`src/design/eboxPkg.sv`:
```
package eboxPkg;

  // Data word, numbered [0:35] with bit 0 as the most significant
  localparam int WORD_BITS = 36;

  // Shift-and-add iterations for an unsigned multiply
  localparam int MUL_STEPS = 36;

  typedef logic [0:WORD_BITS-1] tWord;

  // Command operation codes, code 3'b111 is unused
  typedef enum logic [2:0] {
    opMove = 3'd0,
    opRead = 3'd1,
    opAdd  = 3'd2,
    opSub  = 3'd3,
    opAnd  = 3'd4,
    opXor  = 3'd5,
    opMul  = 3'd6
  } tOp;

  // Adder/boolean unit function
  typedef enum logic [1:0] {
    aluAdd = 2'd0,
    aluSub = 2'd1,
    aluAnd = 2'd2,
    aluXor = 2'd3
  } tAluFunc;

  // AR input mux
  typedef enum logic [1:0] {
    arHold    = 2'd0,
    arOperand = 2'd1,
    arAdder   = 2'd2,
    arClear   = 2'd3
  } tArSel;

endpackage

```
`src/design/adder36.sv`:
```
module adder36 (
  input  eboxPkg::tWord    a,
  input  eboxPkg::tWord    b,
  input  eboxPkg::tAluFunc func,
  output eboxPkg::tWord    sum,
  output logic             carryOut
);
  import eboxPkg::*;

  localparam int GROUP_BITS = 6;
  localparam int GROUPS = WORD_BITS / GROUP_BITS;

  tWord bIn;
  tWord gen;
  tWord prop;
  tWord arith;
  logic carryIn;
  logic [0:GROUPS-1] groupGen;
  logic [0:GROUPS-1] groupProp;
  // groupCarry[k] is the carry out of group k, the last entry is the carry in
  logic [0:GROUPS] groupCarry;

  // Subtract as a + ~b + 1
  assign carryIn = (func == aluSub);
  assign bIn = (func == aluSub) ? ~b : b;
  assign gen = a & bIn;
  assign prop = a ^ bIn;

  // Generate and propagate per 6-bit group, low bit of group k is 6k+5
  always_comb begin
    logic g;
    for (int k = 0; k < GROUPS; k++) begin
      g = 1'b0;
      for (int i = GROUP_BITS - 1; i >= 0; i--) begin
        g = gen[k*GROUP_BITS + i] | (prop[k*GROUP_BITS + i] & g);
      end
      groupGen[k] = g;
      groupProp[k] = &prop[k*GROUP_BITS +: GROUP_BITS];
    end
  end

  // Look-ahead across groups, each carry in flat sum-of-products form
  always_comb begin
    logic chain;
    logic term;
    groupCarry[GROUPS] = carryIn;
    for (int k = 0; k < GROUPS; k++) begin
      chain = 1'b1;
      term = 1'b0;
      for (int j = k; j < GROUPS; j++) begin
        term = term | (chain & groupGen[j]);
        chain = chain & groupProp[j];
      end
      groupCarry[k] = term | (chain & carryIn);
    end
  end

  // Ripple inside each group from its look-ahead carry
  always_comb begin
    logic c;
    for (int k = 0; k < GROUPS; k++) begin
      c = groupCarry[k + 1];
      for (int i = GROUP_BITS - 1; i >= 0; i--) begin
        arith[k*GROUP_BITS + i] = prop[k*GROUP_BITS + i] ^ c;
        c = gen[k*GROUP_BITS + i] | (prop[k*GROUP_BITS + i] & c);
      end
    end
  end

  always_comb begin
    unique case (func)
      aluAnd: begin
        sum = a & b;
        carryOut = 1'b0;
      end
      aluXor: begin
        sum = a ^ b;
        carryOut = 1'b0;
      end
      default: begin
        sum = arith;
        carryOut = groupCarry[0];
      end
    endcase
  end

endmodule

```
`src/design/dataPath.sv`:
```
module dataPath (
  input  logic             CLK,
  input  logic             FPGA_RESET,
  input  eboxPkg::tWord    operand,
  input  eboxPkg::tWord    fmData,
  input  eboxPkg::tArSel   arSel,
  input  eboxPkg::tAluFunc aluFunc,
  input  logic             brLoad,
  input  logic             mqLoad,
  input  logic             mulStep,
  output eboxPkg::tWord    ar,
  output eboxPkg::tWord    mq,
  output logic             carry
);
  import eboxPkg::*;

  tWord br;
  tWord ada;
  tWord adb;
  tWord sum;
  tWord stepWord;
  logic adderCarry;
  logic stepCarry;

  // The operand waits in AR until the execute edge, so outside multiply
  // the adder sees BR op AR. Multiply accumulates BR into AR.
  assign ada = mulStep ? ar : br;
  assign adb = mulStep ? br : ar;

  adder36 adder (
    .a       (ada),
    .b       (adb),
    .func    (aluFunc),
    .sum     (sum),
    .carryOut(adderCarry)
  );

  // Multiplier bit picks partial sum or plain AR
  assign stepWord = mq[WORD_BITS-1] ? sum : ar;
  assign stepCarry = mq[WORD_BITS-1] & adderCarry;

  // AR and carry
  always_ff @(posedge CLK) begin
    if (FPGA_RESET) begin
      ar <= '0;
      carry <= 1'b0;
    end else if (mulStep) begin
      // Right shift of {carry, sum}, bit 35 falls into MQ
      ar <= {stepCarry, stepWord[0:WORD_BITS-2]};
      carry <= 1'b0;
    end else begin
      unique case (arSel)
        arOperand: begin
          ar <= operand;
          carry <= 1'b0;
        end
        arAdder: begin
          ar <= sum;
          carry <= adderCarry;
        end
        arClear: begin
          ar <= '0;
          carry <= 1'b0;
        end
        default: begin
          ar <= ar;
        end
      endcase
    end
  end

  // BR takes the accumulator
  always_ff @(posedge CLK) begin
    if (FPGA_RESET) begin
      br <= '0;
    end else if (brLoad) begin
      br <= fmData;
    end
  end

  // MQ holds the multiplier and collects the low product bits
  always_ff @(posedge CLK) begin
    if (FPGA_RESET) begin
      mq <= '0;
    end else if (mulStep) begin
      mq <= {stepWord[WORD_BITS-1], mq[0:WORD_BITS-2]};
    end else if (mqLoad) begin
      mq <= operand;
    end
  end

endmodule

```
`src/design/eboxSequencer.sv`:
```
module eboxSequencer #(
  parameter int FM_ADDR_BITS = 4
) (
  input  logic                    CLK,
  input  logic                    FPGA_RESET,
  input  logic                    cmdValid,
  input  eboxPkg::tOp             cmdOp,
  input  logic [FM_ADDR_BITS-1:0] cmdAc,
  input  logic                    resReady,
  input  logic                    countDone,
  output logic                    cmdReady,
  output logic                    resValid,
  output logic                    fmWrite,
  output logic [FM_ADDR_BITS-1:0] fmAddr,
  output logic                    brLoad,
  output logic                    mqLoad,
  output logic                    mulStep,
  output logic                    countStart,
  output eboxPkg::tAluFunc        aluFunc,
  output eboxPkg::tArSel          arSel
);
  import eboxPkg::*;

  typedef enum logic [2:0] {
    stIdle,
    stFetch,
    stExecute,
    stMulStep,
    stWriteBack,
    stDone
  } tState;

  tState state;
  tState nextState;
  tOp curOp;
  logic writesAc;

  // Operation and address held for the whole command
  always_ff @(posedge CLK) begin
    if (FPGA_RESET) begin
      state <= stIdle;
      curOp <= opMove;
      fmAddr <= '0;
    end else begin
      state <= nextState;
      if (cmdValid && cmdReady) begin
        curOp <= cmdOp;
        fmAddr <= cmdAc;
      end
    end
  end

  // Read and unused codes leave the accumulator alone
  always_comb begin
    case (curOp)
      opMove, opAdd, opSub, opAnd, opXor, opMul: writesAc = 1'b1;
      default: writesAc = 1'b0;
    endcase
  end

  always_comb begin
    nextState = state;
    cmdReady = 1'b0;
    resValid = 1'b0;
    fmWrite = 1'b0;
    brLoad = 1'b0;
    mqLoad = 1'b0;
    mulStep = 1'b0;
    countStart = 1'b0;
    aluFunc = aluAdd;
    arSel = arHold;
    unique case (state)
      stIdle: begin
        cmdReady = 1'b1;
        // Operand parks in AR and MQ on acceptance
        if (cmdValid) begin
          arSel = arOperand;
          mqLoad = 1'b1;
          nextState = stFetch;
        end
      end
      stFetch: begin
        brLoad = 1'b1;
        // Read passes BR through the adder with a zero AR
        if (!writesAc) begin
          arSel = arClear;
        end
        nextState = stExecute;
      end
      stExecute: begin
        nextState = stWriteBack;
        case (curOp)
          opMove: arSel = arHold;
          opMul: begin
            arSel = arClear;
            countStart = 1'b1;
            nextState = stMulStep;
          end
          opSub: begin
            arSel = arAdder;
            aluFunc = aluSub;
          end
          opAnd: begin
            arSel = arAdder;
            aluFunc = aluAnd;
          end
          opXor: begin
            arSel = arAdder;
            aluFunc = aluXor;
          end
          default: arSel = arAdder;
        endcase
      end
      stMulStep: begin
        mulStep = 1'b1;
        if (countDone) begin
          nextState = stWriteBack;
        end
      end
      stWriteBack: begin
        fmWrite = writesAc;
        if (curOp == opMul) begin
          nextState = stDone;
        end else begin
          resValid = 1'b1;
          nextState = resReady ? stIdle : stDone;
        end
      end
      stDone: begin
        resValid = 1'b1;
        if (resReady) begin
          nextState = stIdle;
        end
      end
      default: nextState = stIdle;
    endcase
  end

  resHeld: assert property (@(posedge CLK) disable iff (FPGA_RESET)
    resValid && !resReady |=> resValid)
    else $error("result withdrawn before handshake");

  readyAfterResult: assert property (@(posedge CLK) disable iff (FPGA_RESET)
    $rose(cmdReady) |-> $past(resValid && resReady))
    else $error("command port reopened before the result was taken");

endmodule

```
`src/design/eboxTop.sv`:
```
module eboxTop #(
  parameter int FM_ADDR_BITS = 4
) (
  input  logic                    CLK,
  input  logic                    FPGA_RESET,
  input  logic                    cmdValid,
  output logic                    cmdReady,
  input  eboxPkg::tOp             cmdOp,
  input  logic [FM_ADDR_BITS-1:0] cmdAc,
  input  eboxPkg::tWord           cmdData,
  output logic                    resValid,
  input  logic                    resReady,
  output eboxPkg::tWord           resWord,
  output eboxPkg::tWord           resMq,
  output logic                    resCarry
);
  import eboxPkg::*;

  logic fmWrite;
  logic [FM_ADDR_BITS-1:0] fmAddr;
  logic brLoad;
  logic mqLoad;
  logic mulStep;
  logic countStart;
  logic countDone;
  tAluFunc aluFunc;
  tArSel arSel;
  tWord fmData;

  eboxSequencer #(
    .FM_ADDR_BITS(FM_ADDR_BITS)
  ) sequencer (
    .CLK       (CLK),
    .FPGA_RESET(FPGA_RESET),
    .cmdValid  (cmdValid),
    .cmdOp     (cmdOp),
    .cmdAc     (cmdAc),
    .resReady  (resReady),
    .countDone (countDone),
    .cmdReady  (cmdReady),
    .resValid  (resValid),
    .fmWrite   (fmWrite),
    .fmAddr    (fmAddr),
    .brLoad    (brLoad),
    .mqLoad    (mqLoad),
    .mulStep   (mulStep),
    .countStart(countStart),
    .aluFunc   (aluFunc),
    .arSel     (arSel)
  );

  stepCounter counter (
    .CLK       (CLK),
    .FPGA_RESET(FPGA_RESET),
    .countStart(countStart),
    .countDone (countDone)
  );

  // AR is the write-back source
  fastMemory #(
    .FM_ADDR_BITS(FM_ADDR_BITS)
  ) fm (
    .CLK       (CLK),
    .FPGA_RESET(FPGA_RESET),
    .write     (fmWrite),
    .addr      (fmAddr),
    .writeData (resWord),
    .readData  (fmData)
  );

  dataPath edp (
    .CLK       (CLK),
    .FPGA_RESET(FPGA_RESET),
    .operand   (cmdData),
    .fmData    (fmData),
    .arSel     (arSel),
    .aluFunc   (aluFunc),
    .brLoad    (brLoad),
    .mqLoad    (mqLoad),
    .mulStep   (mulStep),
    .ar        (resWord),
    .mq        (resMq),
    .carry     (resCarry)
  );

endmodule

```
`src/design/fastMemory.sv`:
```
module fastMemory #(
  parameter int FM_ADDR_BITS = 4
) (
  input  logic                    CLK,
  input  logic                    FPGA_RESET,
  input  logic                    write,
  input  logic [FM_ADDR_BITS-1:0] addr,
  input  eboxPkg::tWord           writeData,
  output eboxPkg::tWord           readData
);
  import eboxPkg::*;

  localparam int FM_WORDS = 1 << FM_ADDR_BITS;

  // Accumulator block
  tWord mem [FM_WORDS];

  always_ff @(posedge CLK) begin
    if (FPGA_RESET) begin
      for (int i = 0; i < FM_WORDS; i++) begin
        mem[i] <= '0;
      end
    end else if (write) begin
      mem[addr] <= writeData;
    end
  end

  // Read is asynchronous, BR samples it on the fetch edge
  assign readData = mem[addr];

endmodule

```
`src/design/stepCounter.sv`:
```
module stepCounter (
  input  logic CLK,
  input  logic FPGA_RESET,
  input  logic countStart,
  output logic countDone
);
  import eboxPkg::*;

  localparam int COUNT_BITS = $clog2(MUL_STEPS + 1);

  logic [COUNT_BITS-1:0] count;

  // Counts down to zero and parks there until the next multiply
  always_ff @(posedge CLK) begin
    if (FPGA_RESET) begin
      count <= '0;
    end else if (countStart) begin
      count <= COUNT_BITS'(MUL_STEPS);
    end else if (count != '0) begin
      count <= count - 1'b1;
    end
  end

  // Last step is in progress
  assign countDone = (count == COUNT_BITS'(1));

  noRestart: assert property (@(posedge CLK) disable iff (FPGA_RESET)
    countStart |-> count == '0)
    else $error("multiply step count restarted while still running");

endmodule

```
`config.mk`:
```
export PLATFORM = sky130hd
export DESIGN_NAME = eboxTop
export DESIGN_NICKNAME = d
export VERILOG_FILES = /design/src/design/eboxPkg.sv /design/src/design/adder36.sv /design/src/design/dataPath.sv /design/src/design/eboxSequencer.sv /design/src/design/eboxTop.sv /design/src/design/fastMemory.sv /design/src/design/stepCounter.sv
export SDC_FILE = /design/constraint.sdc
export NUM_CORES = 1
export LEC_CHECK = 0
export BUFFER_PORTS_ARGS = -buffer_cell sky130_fd_sc_hd__buf_2
export CORE_UTILIZATION = 45
export CTS_CLUSTER_SIZE = 30
export DETAILED_ROUTE_END_ITERATION = 10
export SLEW_MARGIN = 20
export SYNTH_ARGS = -nofsm -noshare
export SYNTH_HDL_FRONTEND = slang
export SYNTH_SLANG_ARGS = --single-unit
```
`constraint.sdc`:
```
create_clock -name CLK -period 8.2 [get_ports CLK]
set_clock_uncertainty 0.1 [all_clocks]
set_input_delay 0.82 -clock CLK [delete_from_list [all_inputs] [get_ports CLK]]
set_output_delay 0.82 -clock CLK [all_outputs]
set_load 0.005 [all_outputs]
```
* Word-level counts from Yosys, hierarchy flattened *
Memory sizes are Yosys's and may differ from the RTL's. A register that Yosys moved wholly into a read port is not among the register bits.
Index checks and enable logic that the tools add are counted.

word-level totals
  bits in registers = 89
  output and inout port bits = 75
  bits in read-only memories = 0
  latch bits = 0
  RAM bits = 576
  logic and storage cells = 315
  input port bits = 47
  memories kept = 1

memories
  name    words  bits a word  read ports  clocked after memory_dff  write ports  line              text
  fm.mem  16     36           1           1                         16           fastMemory.sv:16  tWord mem [FM_WORDS];

cells by class
  equal/unequal tests = 20
  shift-type cells = 0
  bitwise logic cells = 219
  divide/modulo/power cells = 0
  $lt $le $gt $ge = 0
  $mul = 0
  reductions and logical operators = 21
  $add $sub $neg = 1
  muxes and demuxes = 45

operators by type and width
  kind                                                  number
  2-to-1 mux 36 bit                                     8
  one-hot mux 36 bit (3 select lines)                   1
  bitwise AND 1 bit                                     97
  OR 1 bit                                              81
  bitwise AND 36 bit                                    2
  one-hot mux 36 bit (2 select lines)                   1
  bitwise XOR 36 bit                                    2
  NOT 36 bit                                            1
  AND reduction 6 bit                                   6
  OR reduction 36 bit                                   1
  bitwise XOR 1 bit                                     36
  2-to-1 mux 1 bit                                      18
  2-to-1 mux 3 bit                                      6
  one-hot mux 3 bit (6 select lines)                    1
  equality test 3 bit (second input constant)           5
  equality test 3 x 2 -> 1 bit (second input constant)  4
  2-to-1 mux 6 bit                                      2
  one-hot mux 2 bit (3 select lines)                    2
  equality test 2 bit (second input constant)           4
  OR reduction 2 bit                                    4
  equality test 6 x 1 -> 1 bit (second input constant)  1
  zero test 3 bit                                       2
  != test 2 bit (second input constant)                 3
  nonzero test 2 bit                                    3
  other kinds (12)                                      15

* Longest topological paths before layout *
Gate-level depths: netlist of run 1.

  word-level depth = 36
  depth in mapped cells = 28
  depth with buffers taken out = 25

* Modules after synthesis *
A second synthesis of run 1 with hierarchy kept.

unflattened totals
  cells, all modules = 2,714
  area total of the unflattened synthesis = 36,439.9 um2

by module, submodules not included
  module         area an instance (um2)  instances  cells an instance  seq. area each (um2)
  fastMemory     25,683.4                1          1,582              17,296.6
  dataPath       6,531.3                 1          652                2,182.1
  adder36        3,251.9                 1          361                0.0
  eboxSequencer  618.1                   1          84                 200.2
  stepCounter    355.3                   1          35                 120.1

* Worst setup path after synthesis of run 1 *
OpenSTA, ideal clock, no wires.

  path kind = reg2reg
  start point = register sequencer.state[1]
  end point = register edp.ar[28]
  slack = 1.858 ns
  cell stages (with the launch flop) = 27
  data arrival time = 6.115 ns
  setup time = 0.128 ns
  data required time = 7.972 ns
  clock period less this slack = 6.342 ns
  buffers on the path = 3
  cells stage by stage = dfxtp_1 > buf_2 > nand2_1 > nor2_1 > buf_2 > buf_1 > mux2i_1 > xnor2_1 > ha_1 > and2_1 > a221oi_1 > a211o_1 > o21ai_0 > a21oi_1 > o21bai_1 > inv_1 > fa_1 > fa_1 > fa_1 > fa_1 > inv_1 > fa_1 > mux2_2 > a211oi_1 > a211oi_1 > a21oi_1 > nor2_1

between the ends
  word-level cells in the longest chain between the ends = 35
  elaborated cells on any way between the ends = 93
  classes of those cells = eq/ne: 9; mux: 10; bitwise: 68; reduce/logical: 6

RTL lines
  element                                                          line                          text
  start: declaration                                               eboxSequencer.sv:33           tState state;
  start signal: assignment                                         eboxSequencer.sv:41           state <= stIdle;
  start signal: assignment                                         eboxSequencer.sv:45           state <= nextState;
  equality test 3 x 2 -> 1 bit                                     eboxSequencer.sv:72           unique case (state)
  2-to-1 mux 1 bit                                                 eboxSequencer.sv:72
  2-to-1 mux 36 bit                                                dataPath.sv:28                assign adb = mulStep ? br : ar;
  NOT 36 bit                                                       adder36.sv:25                 assign bIn = (func == aluSub) ? ~b : b;
  2-to-1 mux 36 bit                                                adder36.sv:25
  bitwise XOR 36 bit / bitwise AND 36 bit (equally long branches)  adder36.sv:27, adder36.sv:26
  bitwise AND 1 bit                                                adder36.sv:35                 g = gen[k*GROUP_BITS + i] | (prop[k*GROUP_BITS + i] & g);
  OR 1 bit                                                         adder36.sv:35
  [19 not listed]                                                  --
  bitwise AND 1 bit                                                adder36.sv:65                 c = gen[k*GROUP_BITS + i] | (prop[k*GROUP_BITS + i] & c);
  OR 1 bit                                                         adder36.sv:65
  bitwise AND 1 bit                                                adder36.sv:65
  OR 1 bit                                                         adder36.sv:65
  bitwise XOR 1 bit                                                adder36.sv:64                 arith[k*GROUP_BITS + i] = prop[k*GROUP_BITS + i] ^ c;
  one-hot mux 36 bit (2 select lines)                              adder36.sv:71                 unique case (func)
  2-to-1 mux 36 bit                                                dataPath.sv:39                assign stepWord = mq[WORD_BITS-1] ? sum : ar;
  2-to-1 mux 36 bit                                                dataPath.sv:47                end else if (mulStep) begin
  end signal: assignment                                           dataPath.sv:49                ar <= {stepCarry, stepWord[0:WORD_BITS-2]};
  end signal: assignment                                           dataPath.sv:54                ar <= operand;
  end signal: assignment                                           dataPath.sv:58                ar <= sum;
  end: declaration                                                 dataPath.sv:11                output eboxPkg::tWord ar,

Parallel ways exist; a longest one is shown, timed or not.
A chain may end at the register's enable or synchronous reset.

* Worst setup path after layout of run 1 *
  start point = register sequencer.state[0]
  end point = register edp.ar[28]

The elaborated chain is that of the path after synthesis.

==> results of run 1 <==
## sequential cells by signal, summed over array words and instances (netlist names)
name / cells
counter.count: 6
edp.ar: 36
edp.br: 36
edp.carry: 1
edp.mq: 36
fm.mem: 576
sequencer.curOp: 3
sequencer.fmAddr: 4
sequencer.state: 3
## cell usage in the layout (no fill, tap or decap), drive strengths merged, types with 36 or more instances in the layout
| master | instances |
|---|---|
| nor3b | 36 |
| clkbuf | 90 |
| dfxtp | 125 |
| a211oi | 72 |
| a21oi | 102 |
| buf | 177 |
| ha | 77 |
| mux2i | 135 |
| mux4 | 180 |
| edfxtp | 576 |
| nor2 | 104 |
| inv | 68 |
| nand2 | 289 |
| xnor2 | 39 |
| and2 | 580 |
## per-layer routing
| layer | vias up | global-route usage | wire length, µm |
|---|---|---|---|
| met1 | 11800 | 0.334 | 41900 |
| met4 | 0 | 0.0658 | 1960 |
| met2 | 856 | 0.418 | 49000 |
| met5 | - | 0 | 0 |
| li1 | 10100 | - | - |
| met3 | 125 | 0.0364 | 7410 |
## cell type report
type | count | share of cell area
inverter | 67 | 0.00629
sequential | 701 | 0.495
multi-input combinational | 1797 | 0.380
clock buffer | 90 | 0.0492
timing repair buffer | 177 | 0.0263
antenna | 1 | 0.0000625
tap | 1050 | 0.0328
clock inverter | 38 | 0.0104
## kinds of logic after synthesis
| family | synth area share |
|---|---|
| AO/OA/AOI/OAI | 0.0454 |
| XOR/XNOR | 0.0109 |
| adder cells (fa/ha/maj) | 0.0426 |
| buffers and inverters | 0.0399 |
| flip-flops | 0.546 |
| multiplexers | 0.151 |
| AND/OR/NAND/NOR | 0.164 |
## power groups by stage
stage               combinational (µW)  sequential [µW]  clock (µW)
finish                            1700             4390        3350
CTS                               1700             4390        3400
global route                      1860             4430        3540
global placement                  1670             4440           0
detailed placement                1700             4460           0
floorplan                         1320             4230           0
## Yosys cell counts (all sizes together), types with 4 or more instances
cell	instances	area [µm²]
a211oi	72	541
a21o	6	45.0
a21oi	102	510
a311oi	35	307
and2	580	3650
buf	38	221
clkbuf	216	873
clkdlybuf4s50	9	101
dfxtp	125	2500
edfxtp	576	17300
fa	29	581
ha	77	963
inv	67	251
mux2	7	78.8
mux2i	135	1350
mux4	180	4050
nand2	289	1100
nand2b	6	37.5
nand3	12	60.1
nor2	104	429
nor2b	4	25.0
nor3	9	66.3
nor3b	36	270
nor4	7	88.8
o21ai	19	95.1
or2	8	50.1
xnor2	39	342
xor2	6	52.6
## path summary, 6_finish.rpt
path	depth (start not counted)	slack, ns	end	start
worst min register to register	2	0.39	edp.br[33]	edp.br[33]
worst max-delay path	23	0.93	edp.ar[28]	sequencer.state[0]
worst min-delay path	3	0.35	sequencer.curOp[0]	cmdOp[0]
worst max register to register	23	0.93	edp.ar[28]	sequencer.state[0]
## worst max-delay path, stage by stage, from the launching register on
cell	delay [ns]
dfxtp_1	0.59
nand2_1	0.19
nor2_4	0.42
buf_4	0.39
mux2i_1	0.27
xnor2_1	0.11
ha_1	0.32
nand3_1	0.12
a211o_1	0.28
o21ai_0	0.52
a21oi_1	0.33
o21bai_1	0.30
inv_1	0.10
fa_1	0.45
fa_1	0.46
fa_1	0.46
fa_1	0.42
inv_1	0.09
fa_1	0.38
mux2_2	0.29
a211oi_1	0.26
a211oi_1	0.08
a21oi_1	0.15
nor2_1	0.05
## stage by stage
| step | hold slack [ns] | total power [µW] | util |
|---|---|---|---|
| 2_1_floorplan | 0.365 | 5560 | - |
| 3_3_place_gp | 0.379 | 6110 | 0.474 |
| 3_5_place_dp | 0.384 | 6160 | 0.474 |
| 4_1_cts | 0.324 | 9490 | 0.504 |
| 5_1_grt | 0.345 | 9830 | 0.504 |
| 6_report | 0.351 | 9440 | 0.504 |
==> results.sh, run 1 <==
export IMPL_antenna_found_initial=0
export IMPL_power_leakage_uw=0.0148
export IMPL_io_pins=122
export IMPL_min_period_ns=7.27
export IMPL_layout_nets=2971
export IMPL_multi_input_area_um2=15200
export IMPL_place_area_um2=37600
export IMPL_drt_iter0_drc=2046
export IMPL_synthCells=2828
export IMPL_status="completed"
export IMPL_power_switching_uw=2760
export IMPL_wirelength_um=100000
export IMPL_cts_made_buffers=74
export IMPL_syn_nets=2981
export IMPL_relSlewSlack=0.239
export IMPL_cts_sinks=701
export IMPL_die_h_um=286
export IMPL_seqCellArea_um2=19800
export IMPL_h_tree_depth=3
export IMPL_rsz0062_at_grt="no"
export IMPL_p_int_uw=6680
export IMPL_hpwl_um=57900
export IMPL_port_buffers=121
export IMPL_grt_use_total=0.248
export IMPL_core_um2=79400
export IMPL_grt_overflow_total=0
export IMPL_wire_per_inst_um=25.6
export IMPL_critPathLaunchType="flop"
export IMPL_tns_ns=0
export IMPL_fin_area_um2=40000
export IMPL_syn2layout_area_growth_pct=10.4
export IMPL_cp_data_required_time_ns=8.58
export IMPL_ctsHoldBuffers=0
export IMPL_worst_pin_slew_ns=1.14
export IMPL_yosysUniqueCellTypes=64
export IMPL_vias=22900
export IMPL_maxCapViolCount=0
export IMPL_grt_pass1_wl_um=149000
export IMPL_end_kind="flop"
export IMPL_layout_drive_gt1_share=0.190
export IMPL_p_sw_frac=0.293
export IMPL_p_per_area_nw_per_um2=236
export IMPL_peakVddDrop_uv=145
export IMPL_ys_seq_area_frac=0.546
export IMPL_fp_dieW_um=286
export IMPL_path_max_fanout=25
export IMPL_setup_viol=0
export IMPL_drt_pass1_iter_count=6
export IMPL_slew_viol_final=0
export IMPL_clkPwrFrac=0.355
export IMPL_gp_congestion=0.842
export IMPL_start_util=0.456
export IMPL_hp_class="input pin to flop"
export IMPL_fillCellCount=6818
export IMPL_cts_resized=0
export IMPL_cts_root_buf="clkbuf_16"
export IMPL_ctsLongestPathBuffers=3
export IMPL_synth_edf_count=576
export IMPL_final_cells=3921
export IMPL_dieArea_um2=81700
export IMPL_ant_nets=0
export IMPL_drc_errors=0
export IMPL_cts_tree="built"
export IMPL_grt_pass1_vias=23100
export IMPL_grt_max_degree=77
export IMPL_synth_seq_cells=701
export IMPL_max_freq_mhz=138
export IMPL_clock_latency_ns=0.63
export IMPL_synthFlopType="edfxtp_1"
export IMPL_avgSynthCellArea_um2=12.8
export IMPL_synth_warnings=0
export IMPL_cp_arrival_ns=7.65
export IMPL_dp_cells=3792
export IMPL_post_place_ws_ns=0.834
export IMPL_async_flop_share=0
export IMPL_sequentialPowerShare=0.465
export IMPL_fp_row_count=103
export IMPL_comb_power_share=0.180
export IMPL_fin_ws_ns=0.927
export IMPL_setup_worst_path_class="flop to flop"
export IMPL_finalHoldViolCount=0
export IMPL_cts_setup_buffers=0
export IMPL_via_per_inst=5.83
export IMPL_fin_crit_sh=0.887
export IMPL_syn_area_um2=36200
export IMPL_clk_pin_slew_ns=0.06
(Power assumes the default switching activity.)
==> inputs of run 2 (changes only) <==
==> constraint.sdc (replaced) <==
create_clock -name CLK -period 8.2 [get_ports CLK]
set_clock_uncertainty 0.1 [all_clocks]
set_input_delay 0.82 -clock CLK [delete_from_list [all_inputs] [get_ports CLK]]
set_output_delay 0.82 -clock CLK [all_outputs]
set_load 0.1 [all_outputs]
==> run 2 against run 1 <==
  * Non-clock buffer count decreased by 3
  * Register-to-register slack got worse by 0.02 ns
  * Critical path depth unchanged
  * Wire length about the same
  * Critical path type unchanged
  * Largest cell class unchanged
==> results.sh, run 2 (synthesis gave the netlist of run 1 again) <==
export IMPL_cts_made_buffers=74
export IMPL_drt_pass1_iter_count=5
export IMPL_max_freq_mhz=137
export IMPL_p_per_area_nw_per_um2=248
export IMPL_grt_max_degree=77
export IMPL_layout_nets=2968
export IMPL_grt_pass1_vias=23100
export IMPL_start_util=0.456
export IMPL_via_per_inst=5.84
export IMPL_final_cells=3921
export IMPL_reg2regPathDepth=23
export IMPL_regMostFlops="fm.mem"
export IMPL_port_buffers=121
export IMPL_hold_depth=3
export IMPL_hpwl_um=57900
export IMPL_ctsHoldBuffers=0
export IMPL_finalHoldViolCount=0
export IMPL_cts_resized=0
export IMPL_dieArea_um2=81700
export IMPL_cts_tree="built"
export IMPL_relSlewSlack=0.255
export IMPL_tns_ns=0
export IMPL_fp_row_count=103
export IMPL_whs_ns=0.364
export IMPL_drt_iter0_drc=2152
export IMPL_setup_worst_path_class="flop to flop"
export IMPL_clk_pin_slew_ns=0.06
export IMPL_m1WireLength_um=41900
export IMPL_cts_setup_buffers=0
export IMPL_antenna_found_initial=2
export IMPL_mostFrequentLayoutCell="edfxtp_1"
export IMPL_core_um2=79400
export IMPL_setup_viol=0
export IMPL_drc_errors=0
export IMPL_largest_reg_flops=576
export IMPL_grt_use_total=0.247
export IMPL_slew_viol_final=0
export IMPL_cts_root_buf="clkbuf_16"
export IMPL_dp_cells=3789
export IMPL_path_max_fanout=25
export IMPL_critPathLaunchType="flop"
export IMPL_rsz0062_at_grt="no"
export IMPL_h_tree_depth=3
export IMPL_ant_nets=0
export IMPL_end_kind="flop"
export IMPL_dr_wl_met3_um=7110
export IMPL_syn2layout_area_growth_pct=10.4
export IMPL_cp_arrival_ns=7.68
export IMPL_grt_pass1_wl_um=149000
export IMPL_gp_congestion=0.838
export IMPL_layout_drive_gt1_share=0.190
export IMPL_fin_crit_sh=0.889
export IMPL_worst_pin_slew_ns=1.11
export IMPL_peakVddDrop_uv=124
export IMPL_ctsLongestPathBuffers=3
export IMPL_top_layer="met5"
export IMPL_met2_length_um=49300
export IMPL_status="completed"
export IMPL_cts_sinks=701
export IMPL_vias=22900
export IMPL_min_period_ns=7.29
export IMPL_grt_overflow_total=0
export IMPL_fp_dieW_um=286
export IMPL_maxCapViolCount=0
export IMPL_num_antenna_cells=0
export IMPL_final_cell_mix="edfxtp_1 (576), and2_1 (558), nand2_1 (288)"
export IMPL_clock_latency_ns=0.63
export IMPL_die_h_um=286
export IMPL_wire_per_inst_um=25.5
export IMPL_hp_class="input pin to flop"
export IMPL_power_leakage_uw=0.0148
export IMPL_cp_data_required_time_ns=8.59
export IMPL_io_pins=122
export IMPL_wirelength_um=100000
-- run 2: cell count changes in the layout (fill, tap and decap cells not counted), moves of 2 or more --
cell      previous run  this run
clkbuf_1            12         6
clkinv_1             7        13
clkinv_2            17        21
buf_4               55        52
clkbuf_8             1         3
clkinv_8             3         1
-- run 2: power breakdown --
part | leakage, µW | total (µW) | internal, µW | switching (µW)
registers | 0.00697 | 4410 | 4050 | 362
logic | 0.00662 | 2180 | 686 | 1490
clock network | 0.00119 | 3350 | 1920 | 1430
total | 0.0148 | 9940 | 6660 | 3280
-- run 2: stage by stage --
| stage | total power [µW] | setup slack [ns] | utilization | instance area (µm²) |
|---|---|---|---|---|
| after floorplan | 6060 | 1.86 | - | 36200 |
| after global placement | 6610 | 1.02 | 0.473 | 37600 |
| after detailed placement | 6660 | 0.881 | 0.474 | 37600 |
| after CTS | 9990 | 0.893 | 0.504 | 40000 |
| after global routing | 10300 | 0.451 | 0.504 | 40000 |
| final | 9940 | 0.912 | 0.504 | 40000 |
-- run 2: area by class of cell --
cell class                 instances  area (µm²)
fill                            6797       39400
sequential                       701       19800
multi-input combinational       1797       15200
clock buffer                      87        1980
tap                             1050        1310
timing repair buffer             174        1030
clock inverter                    45         417
inverter                          67         251
-- run 2: worst max-delay path, cell delays in order (launching register included) --
cell	delay [ns]
dfxtp_1	0.59
nand2_1	0.18
nor2_4	0.41
buf_4	0.38
mux2i_1	0.27
xnor2_1	0.12
ha_1	0.32
nand3_1	0.11
a211o_1	0.28
o21ai_0	0.57
a21oi_1	0.33
o21bai_1	0.30
inv_1	0.10
fa_1	0.46
fa_1	0.47
fa_1	0.46
fa_1	0.42
inv_1	0.09
fa_1	0.38
mux2_2	0.28
a211oi_1	0.24
a211oi_1	0.08
a21oi_1	0.16
nor2_1	0.05
-- run 2: routing by layer --
layer,global-route usage,up-vias
li1,-,10100
met1,0.331,11800
met2,0.422,817
met3,0.0368,131
met4,0.0619,2
met5,0,-
-- run 2: final timing paths --
check        slack [ns]                 end                from
min reg2reg        0.39          edp.br[29]          edp.br[29]
min                0.36  sequencer.curOp[1]            cmdOp[1]
max                0.91          edp.ar[28]  sequencer.state[0]
max reg2reg        0.91          edp.ar[28]  sequencer.state[0]
